==> src/control_pkg.sv <==
// engine, door and sensor encodings, door timing and FSM states of the lift controller
`default_nettype none

package control_pkg;

	typedef logic [1:0] engine_t;	// engine command to the motor drive
	localparam engine_t ENGINE_IDLE = 2'd0;
	localparam engine_t ENGINE_DOWN = 2'd1;
	localparam engine_t ENGINE_UP   = 2'd2;

	typedef logic [1:0] door_cmd_t;	// door motor command
	localparam door_cmd_t DOOR_IDLE  = 2'd0;
	localparam door_cmd_t DOOR_OPEN  = 2'd1;
	localparam door_cmd_t DOOR_CLOSE = 2'd2;

	typedef logic [1:0] door_sense_t;	// door position sensor
	localparam door_sense_t SENSE_BETWEEN = 2'd0;
	localparam door_sense_t SENSE_OPEN    = 2'd1;
	localparam door_sense_t SENSE_CLOSED  = 2'd2;

	localparam int DWELL_CYCLES = 10;	// doors held open
	typedef logic [$clog2(DWELL_CYCLES)-1:0] dwell_count_t;

	typedef enum logic [1:0] {TRAVEL_PARKED, TRAVEL_MOVING, TRAVEL_DOORS} travel_state_t;

	typedef enum logic [1:0] {DOOR_CLOSED, DOOR_OPENING, DOOR_DWELL, DOOR_CLOSING} door_state_t;

endpackage

`default_nettype wire

==> src/building_pkg.sv <==
// building geometry shared by the lift RTL and testbench; reference by scoped names
`default_nettype none

package building_pkg;

	localparam int NUM_FLOORS = 8;	// floors 0 .. 7

	// floor index, also the level display value
	typedef logic [$clog2(NUM_FLOORS)-1:0] floor_t;

	// one bit per floor, bit 0 is the ground floor
	typedef logic [NUM_FLOORS-1:0] floor_mask_t;

endpackage

`default_nettype wire
==> src/lift_ifs.sv <==
// call bus and dispatch bundles connecting the call latches, scheduler and travel FSM
`default_nettype none
`timescale 1ns/100ps

interface call_bus_if;
	building_pkg::floor_mask_t cab;			// pending cab calls
	building_pkg::floor_mask_t hall_up;		// pending hall calls going up
	building_pkg::floor_mask_t hall_down;	// pending hall calls going down
	building_pkg::floor_mask_t serve;		// floor under service, one-hot

	// each latch drives only its own bit of the masks
	modport latch (output cab, output hall_up, output hall_down, input serve);

	modport sched (input cab, input hall_up, input hall_down);

	modport travel (output serve);
endinterface

interface dispatch_if;
	building_pkg::floor_t floor;	// current car floor
	logic direction;				// 1 up, 0 down
	logic stop_here;				// call pending at current floor
	logic calls_above;
	logic calls_below;

	modport travel (
		output floor, output direction,
		input stop_here, input calls_above, input calls_below
	);

	modport sched (
		input floor,
		output stop_here, output calls_above, output calls_below
	);
endinterface

`default_nettype wire

==> src/elevator_top.sv <==
// lift controller top level with plain ports; instantiate this as the DUT
`default_nettype none
`timescale 1ns/100ps

module elevator_top (
	input  wire                           i_clk,
	input  wire                           i_reset,
	input  wire                           i_open_btn,
	input  wire                           i_close_btn,
	input  wire                           i_overload,
	input  wire                           i_sensor_up,
	input  wire                           i_sensor_down,
	input  wire                           i_sensor_inside,
	input  wire control_pkg::door_sense_t i_sensor_door,
	input  wire building_pkg::floor_mask_t i_btn_cab,
	input  wire building_pkg::floor_mask_t i_btn_hall_up,
	input  wire building_pkg::floor_mask_t i_btn_hall_down,
	output control_pkg::engine_t          o_engine,
	output control_pkg::door_cmd_t        o_door,
	output logic                          o_direction,
	output building_pkg::floor_t          o_level_display,
	output building_pkg::floor_mask_t     o_lamp_cab,
	output building_pkg::floor_mask_t     o_lamp_up,
	output building_pkg::floor_mask_t     o_lamp_down
);

	logic door_start;
	logic door_done;

	call_bus_if u_calls ();
	dispatch_if u_disp ();

	for (genvar f = 0; f < building_pkg::NUM_FLOORS; f++) begin : g_floor
		call_latch #(
			.FLOOR_INDEX (f)
		) u_latch (
			.i_clk        (i_clk),
			.i_reset      (i_reset),
			.i_cab_press  (i_btn_cab[f]),
			.i_up_press   (i_btn_hall_up[f]),
			.i_down_press (i_btn_hall_down[f]),
			.calls        (u_calls)
		);
	end

	call_scheduler u_sched (
		.calls (u_calls),
		.disp  (u_disp)
	);

	travel_control u_travel (
		.i_clk         (i_clk),
		.i_reset       (i_reset),
		.i_sensor_up   (i_sensor_up),
		.i_sensor_down (i_sensor_down),
		.i_door_done   (door_done),
		.o_door_start  (door_start),
		.o_engine      (o_engine),
		.o_direction   (o_direction),
		.disp          (u_disp),
		.calls         (u_calls)
	);

	door_control u_door (
		.i_clk           (i_clk),
		.i_reset         (i_reset),
		.i_start         (door_start),
		.i_sensor_door   (i_sensor_door),
		.i_sensor_inside (i_sensor_inside),
		.i_overload      (i_overload),
		.i_open_btn      (i_open_btn),
		.i_close_btn     (i_close_btn),
		.o_door          (o_door),
		.o_done          (door_done)
	);

	assign o_level_display = u_disp.floor;
	assign o_lamp_cab      = u_calls.cab;	// lamps follow the latched calls
	assign o_lamp_up       = u_calls.hall_up;
	assign o_lamp_down     = u_calls.hall_down;

endmodule

`default_nettype wire

==> src/door_control.sv <==
// door FSM: open, dwell, close, with reopen on obstruction and early close on button
`default_nettype none
`timescale 1ns/100ps

module door_control (
	input  wire                       i_clk,
	input  wire                       i_reset,
	input  wire                       i_start,
	input  wire control_pkg::door_sense_t i_sensor_door,
	input  wire                       i_sensor_inside,
	input  wire                       i_overload,
	input  wire                       i_open_btn,
	input  wire                       i_close_btn,
	output control_pkg::door_cmd_t    o_door,
	output logic                      o_done
);

	control_pkg::door_state_t state_q;
	control_pkg::dwell_count_t dwell_q;
	logic reopen;

	assign reopen = i_sensor_inside | i_overload | i_open_btn;

	always_ff @(posedge i_clk or negedge i_reset) begin
		if (!i_reset) begin
			state_q <= control_pkg::DOOR_CLOSED;
			dwell_q <= '0;
			o_door  <= control_pkg::DOOR_IDLE;
			o_done  <= 1'b0;
		end else begin
			o_done <= 1'b0;
			case (state_q)
				control_pkg::DOOR_CLOSED: begin
					if (i_start) begin
						state_q <= control_pkg::DOOR_OPENING;
						o_door  <= control_pkg::DOOR_OPEN;
					end
				end
				control_pkg::DOOR_OPENING: begin
					if (i_sensor_door == control_pkg::SENSE_OPEN) begin
						state_q <= control_pkg::DOOR_DWELL;
						o_door  <= control_pkg::DOOR_IDLE;
						dwell_q <= '0;
					end
				end
				control_pkg::DOOR_DWELL: begin
					if (i_close_btn ||
					    dwell_q == control_pkg::dwell_count_t'(control_pkg::DWELL_CYCLES - 1)) begin
						state_q <= control_pkg::DOOR_CLOSING;
						o_door  <= control_pkg::DOOR_CLOSE;
					end else begin
						dwell_q <= dwell_q + 1'b1;
					end
				end
				control_pkg::DOOR_CLOSING: begin
					if (reopen) begin	// someone in the way
						state_q <= control_pkg::DOOR_OPENING;
						o_door  <= control_pkg::DOOR_OPEN;
					end else if (i_sensor_door == control_pkg::SENSE_CLOSED) begin
						state_q <= control_pkg::DOOR_CLOSED;
						o_door  <= control_pkg::DOOR_IDLE;
						o_done  <= 1'b1;	// travel may move again
					end
				end
				default: begin
					state_q <= control_pkg::DOOR_CLOSED;
					o_door  <= control_pkg::DOOR_IDLE;
				end
			endcase
		end
	end

endmodule

`default_nettype wire

==> src/travel_control.sv <==
// travel FSM: floor counter, sweep direction, engine drive and door cycle start
`default_nettype none
`timescale 1ns/100ps

module travel_control (
	input  wire                    i_clk,
	input  wire                    i_reset,
	input  wire                    i_sensor_up,
	input  wire                    i_sensor_down,
	input  wire                    i_door_done,
	output logic                   o_door_start,
	output control_pkg::engine_t   o_engine,
	output logic                   o_direction,
	dispatch_if.travel             disp,
	call_bus_if.travel             calls
);

	control_pkg::travel_state_t state_q;
	building_pkg::floor_t floor_q;
	logic dir_q;
	logic reached_q;	// both level sensors, last cycle
	logic arrive_q;		// floor counter stepped last cycle
	logic reach_edge;
	logic ahead;
	logic behind;
	logic stop_now;
	logic parked;
	logic moving;

	assign parked     = (state_q == control_pkg::TRAVEL_PARKED);
	assign moving     = (state_q == control_pkg::TRAVEL_MOVING);
	assign reach_edge = i_sensor_up & i_sensor_down & ~reached_q;
	assign ahead      = dir_q ? disp.calls_above : disp.calls_below;
	assign behind     = dir_q ? disp.calls_below : disp.calls_above;

	// judged on the new floor, so the engine drops in the same cycle as the display step
	assign stop_now = moving & arrive_q & (disp.stop_here | ~ahead);

	assign o_door_start = disp.stop_here & (parked | (moving & arrive_q));

	always_comb begin
		o_engine = control_pkg::ENGINE_IDLE;
		if (moving && !stop_now) begin
			o_engine = dir_q ? control_pkg::ENGINE_UP : control_pkg::ENGINE_DOWN;
		end
	end

	always_ff @(posedge i_clk or negedge i_reset) begin
		if (!i_reset) begin
			state_q   <= control_pkg::TRAVEL_PARKED;
			floor_q   <= '0;	// car starts at ground floor
			dir_q     <= 1'b0;
			reached_q <= 1'b0;
			arrive_q  <= 1'b0;
		end else begin
			reached_q <= i_sensor_up & i_sensor_down;
			arrive_q  <= 1'b0;
			case (state_q)
				control_pkg::TRAVEL_PARKED: begin
					if (disp.stop_here) begin
						state_q <= control_pkg::TRAVEL_DOORS;
					end else if (ahead) begin	// keep sweeping
						state_q <= control_pkg::TRAVEL_MOVING;
					end else if (behind) begin	// reverse
						dir_q   <= ~dir_q;
						state_q <= control_pkg::TRAVEL_MOVING;
					end
				end
				control_pkg::TRAVEL_MOVING: begin
					if (stop_now) begin
						state_q <= disp.stop_here ? control_pkg::TRAVEL_DOORS
						                          : control_pkg::TRAVEL_PARKED;
					end else if (reach_edge) begin
						floor_q  <= dir_q ? floor_q + 1'b1 : floor_q - 1'b1;
						arrive_q <= 1'b1;
					end
				end
				control_pkg::TRAVEL_DOORS: begin
					if (i_door_done) begin
						state_q <= control_pkg::TRAVEL_PARKED;
					end
				end
				default: state_q <= control_pkg::TRAVEL_PARKED;
			endcase
		end
	end

	// current floor held in service for the whole door cycle
	assign calls.serve = (state_q == control_pkg::TRAVEL_DOORS)
	                   ? building_pkg::floor_mask_t'(1) << floor_q : '0;

	assign disp.floor     = floor_q;
	assign disp.direction = dir_q;
	assign o_direction    = dir_q;

endmodule

`default_nettype wire

==> src/call_scheduler.sv <==
// reduces pending calls to stop-here, calls-above and calls-below for the current floor
`default_nettype none
`timescale 1ns/100ps

module call_scheduler (
	call_bus_if.sched  calls,
	dispatch_if.sched  disp
);

	building_pkg::floor_mask_t pending;
	logic above;
	logic below;

	// direction of the hall call does not matter, any call stops the car
	assign pending = calls.cab | calls.hall_up | calls.hall_down;

	always_comb begin
		above = 1'b0;
		below = 1'b0;
		for (int i = 0; i < building_pkg::NUM_FLOORS; i++) begin
			if (i > int'(disp.floor)) begin
				above = above | pending[i];
			end
			if (i < int'(disp.floor)) begin
				below = below | pending[i];
			end
		end
	end

	assign disp.stop_here   = pending[disp.floor];
	assign disp.calls_above = above;
	assign disp.calls_below = below;

endmodule

`default_nettype wire

==> src/call_latch.sv <==
// cab, hall-up and hall-down call flags of one floor; one instance per floor
`default_nettype none
`timescale 1ns/100ps

module call_latch #(
	parameter int FLOOR_INDEX = 0
) (
	input  wire        i_clk,
	input  wire        i_reset,
	input  wire        i_cab_press,
	input  wire        i_up_press,
	input  wire        i_down_press,
	call_bus_if.latch  calls
);

	logic cab_q;
	logic up_q;
	logic down_q;
	logic served;

	assign served = calls.serve[FLOOR_INDEX];

	always_ff @(posedge i_clk or negedge i_reset) begin
		if (!i_reset) begin
			cab_q  <= 1'b0;
			up_q   <= 1'b0;
			down_q <= 1'b0;
		end else if (served) begin	// doors cycling here, presses ignored
			cab_q  <= 1'b0;
			up_q   <= 1'b0;
			down_q <= 1'b0;
		end else begin
			cab_q  <= cab_q | i_cab_press;
			up_q   <= up_q | (i_up_press & (FLOOR_INDEX != building_pkg::NUM_FLOORS - 1));	// no up at top
			down_q <= down_q | (i_down_press & (FLOOR_INDEX != 0));	// no down at ground
		end
	end

	assign calls.cab[FLOOR_INDEX]       = cab_q;
	assign calls.hall_up[FLOOR_INDEX]   = up_q;
	assign calls.hall_down[FLOOR_INDEX] = down_q;

endmodule

`default_nettype wire

==> config.mk <==
export PLATFORM = sky130hd
export DESIGN_NAME = elevator_top
export DESIGN_NICKNAME = d
export VERILOG_FILES = /design/src/control_pkg.sv /design/src/building_pkg.sv /design/src/lift_ifs.sv /design/src/elevator_top.sv /design/src/door_control.sv /design/src/travel_control.sv /design/src/call_scheduler.sv /design/src/call_latch.sv
export SDC_FILE = /design/constraint.sdc
export NUM_CORES = 1
export LEC_CHECK = 0
export ABC_AREA = 1
export BUFFER_PORTS_ARGS = -buffer_cell sky130_fd_sc_hd__buf_4
export CAP_MARGIN = 15
export CORE_ASPECT_RATIO = 2
export CORE_UTILIZATION = 56
export DETAILED_ROUTE_END_ITERATION = 16
export GPL_ROUTABILITY_DRIVEN = 0
export PLACE_DENSITY = 0.86
export SLEW_MARGIN = 20
export SYNTH_ARGS = -nofsm -noshare
export SYNTH_HDL_FRONTEND = slang
export SYNTH_SLANG_ARGS = --single-unit
==> constraint.sdc <==
create_clock -name i_clk -period 3.55 [get_ports i_clk]
set_input_delay 0.355 -clock i_clk [delete_from_list [all_inputs] [get_ports i_clk]]
set_output_delay 0.355 -clock i_clk [all_outputs]
set_load 0.05 [all_outputs]
==> results.md <==
* Run status: completed
* Worst-path clk slew at 70 ps
* Top-count cell post-synth: nor2_1
* Syn avg cell area at 7.90 um^2
* Final WS setup at 889 ps
* Total grt overflow at 0
* Part of the power in registers at 31.9%
* Sw power at roughly 1.1 mW
* DRC errors left at 0
* Core Area at 0.00409 mm^2
* Final period util at 74.9%
* Drt first pass iters at 4
* Clock share of power at 15.0%
* Critical path type: flip-flop to output pin
* Yosys reg bits at 39
* RSZ-0062 raised after global routing: no
* Synth top cells by count: 65 x nor2_1, 55 x nand2_1, 39 x dfrtp_1
* R2R Path End: u_travel.disp.floor[2]$_DFFE_PN0P_
* Post-Syn Area at 0.00239 mm^2
* Max IR drop VDD at 0.469 mV
* Final Hold Viols at 0
* Layout cell share with drive strength beyond 1 at about a quarter
* Worst r2r src: u_travel.disp.floor[0]$_DFFE_PN0P_
* Worst EP arrival at 2310 ps
* Die height at 94.5 um
* Vias in the first global route at 2002
* Placed Instances at 391
* Hold_ws at 28.8 ps
* Ports at 66
* Max Transition Viols Final at 0
* Switch share at 49.2%
* Combinational fraction of design power at 53.1%
* Placed instance area at 0.00272 mm^2
* Final std cells w/o fill at 399
* Area leader, netlist: dfrtp_1
* Post-synth cell types at 37
* Die footprint at 0.00456 mm^2
* Clock Skew at about 8.7 ps
* Setup TNS at 0 ps
* Slew @ Worst Pin at 527 ps
* Crit start category: flip-flop
* Final wirelength at 5.04 mm
* Max-cap violation count at 0
* Largest cells by area after synthesis: dfrtp_1 41%, nor2_1 10%, nand2_1 8.6%, buf_4 7.8%, ha_1 6.8%
* Final net count at approximately 390
* Core Rows at 33
* Top FF cell, synth: dfrtp_1
* Design Area, Final at 0.00282 mm^2
* Post_cts resized at 0
* Hold buffers post-CTS at 0
* Internal at 1.12 mW
* Vias per Instance at between 5 and 6
* Worst-skew pair later-pin latency at 300 ps
* Fmax at about 0.38 GHz
* CTS Sinks at 39
* Post-synthesis sequential area ratio at 40.8%
* Leakage at around 1.4 nW
* Asr flop ratio synth at 100%
* Max-slew headroom at 64.8%
* DR WL/cell at 12.6 um
* Setup Buffers After CTS at 0
* Power per cell area at 782 mW/mm^2
* Finish-stage setup viols at 0
* Clk buf depth at 2
* Hold Crit Class: input pin to async pin
* Final HPWL DP at 3.95 mm
* First-pass GRT wire length at 8.36 mm
* IO Port Bufs at 61
* GRT Util Overall at 26.1%
* DR vias at 2038
* Clk root buf: clkbuf_8
* Reg2reg path depth at 12
* DRT iter0 DRCs at 40
* Initial core utilization at 58.6%
* # H-tree levels at 2
* Post-Syn Instances at 303
* Worst Setup End Kind: output pin
* Synth top area share at 40.8%
* Maximum number of pins on one net before global-route repair at 40
* Total power at 2.21 mW
* Yosys Warn Count at 0
* Crit path max fanout at 11
* Total CTS buffers at 5
* Min Tclk post-route at approximately 2700 ps
* Number of antenna violations at the first check in global routing at 0
* Die X at 48.2 um
* R2R Setup Slk at 1590 ps
* Final-layout fill cell count at between 300 and 400
* Final core occ at 69.0%
* Post-Place Worst Slack at 1200 ps
* Post-route ant nets at 0
* Ant. Diodes at 0
* Post-synth EDFFs at 0
* WP data required at between 3000 and 4000 ps
* CTS tree: yes
* Layout area overhead at 17.9%
[worst max-delay path, stage by stage, from the launching register on]
cell and delay [ps]:
dfrtp_1 530, ha_1 300, ha_1 180, inv_1 80
o21ai_0 120, nand3_2 120, nor2_4 40, nand3_2 60
nand3_2 90, nand2_4 110, nand2_2 80, nor2_1 110
buf_4 200
[area by class of cell]
type,instances,area [um^2],area share [%]
inverters,38,145,5.14
repair buffers,61,458,16.2
flip-flops and latches,39,976,34.6
clock buffers,8,100,3.55
multi-input cells,201,1080,38.2
well taps,52,65.1,2.31
[worst max-delay path by stage]
stage / startpoint / to / slack [ps]
2_1_floorplan: u_travel.disp.floor[0]$_DFFE_PN0P_ / o_engine[0] / 790
3_3_place_gp: u_travel.disp.floor[0]$_DFFE_PN0P_ / o_engine[1] / 1260
3_5_place_dp: u_travel.disp.floor[0]$_DFFE_PN0P_ / o_engine[0] / 1200
4_1_cts: u_travel.disp.floor[0]$_DFFE_PN0P_ / o_engine[0] / 880
5_1_grt: u_travel.disp.floor[0]$_DFFE_PN0P_ / o_engine[0] / 720
6_report: u_travel.disp.floor[0]$_DFFE_PN0P_ / o_engine[0] / 890
[cells by family after synthesis]
family | count (synthesis) | synth area share, %
xor gates and xnor gates | 3 | 1.10
other | 1 | 0.157
adders and majority gates | 13 | 6.80
and+or+nand+nor | 158 | 30.5
DFF | 39 | 40.8
buffers and inverters | 64 | 14.4
AOI/OAI and AO/OA | 24 | 5.91
muxes | 1 | 0.418
[sequential cells by signal, indices dropped and copies added (netlist names), 2 cells and up]
register,cells
g_floor.u_latch.cab_q,8
u_door.dwell_q,4
u_travel.state_q,2
u_travel.disp.floor,3
u_door.o_door,2
g_floor.u_latch.down_q,7
g_floor.u_latch.up_q,7
u_door.state_q,2
[layout by cell type, fill, tap and decap left out, types with 2 or more instances in the layout]
cell	n
a21oi_1	7
buf_4	61
clkbuf_8	7
conb_1	2
dfrtp_1	39
ha_1	13
inv_1	34
inv_2	2
nand2_1	55
nand2_2	6
nand2_4	2
nand3_1	11
nand3_2	5
nand4_1	4
nor2_1	65
o21ai_0	7
o21ai_1	2
o22ai_1	4
xor2_1	2
[power groups by stage]
stage	sequential, mW	clock [mW]	combinational, mW
after CTS	0.703	0.338	1.18
after floorplan	0.755	0	0.890
after detailed placement	0.711	0	1.17
after global routing	0.724	0.354	1.30
after global placement	0.704	0	1.14
final	0.704	0.331	1.17
[layer usage]
metal  vias to the layer above  share of wire (%)  global-route usage (%)
met1                       958                 33                    23.7
met5                         -                  0                       0
met4                         0                5.3                    17.1
met2                        58                 58                    47.0
li1                       1003                  -                       -
met3                        19                3.4                    4.59
(Power assumes the default switching activity.)
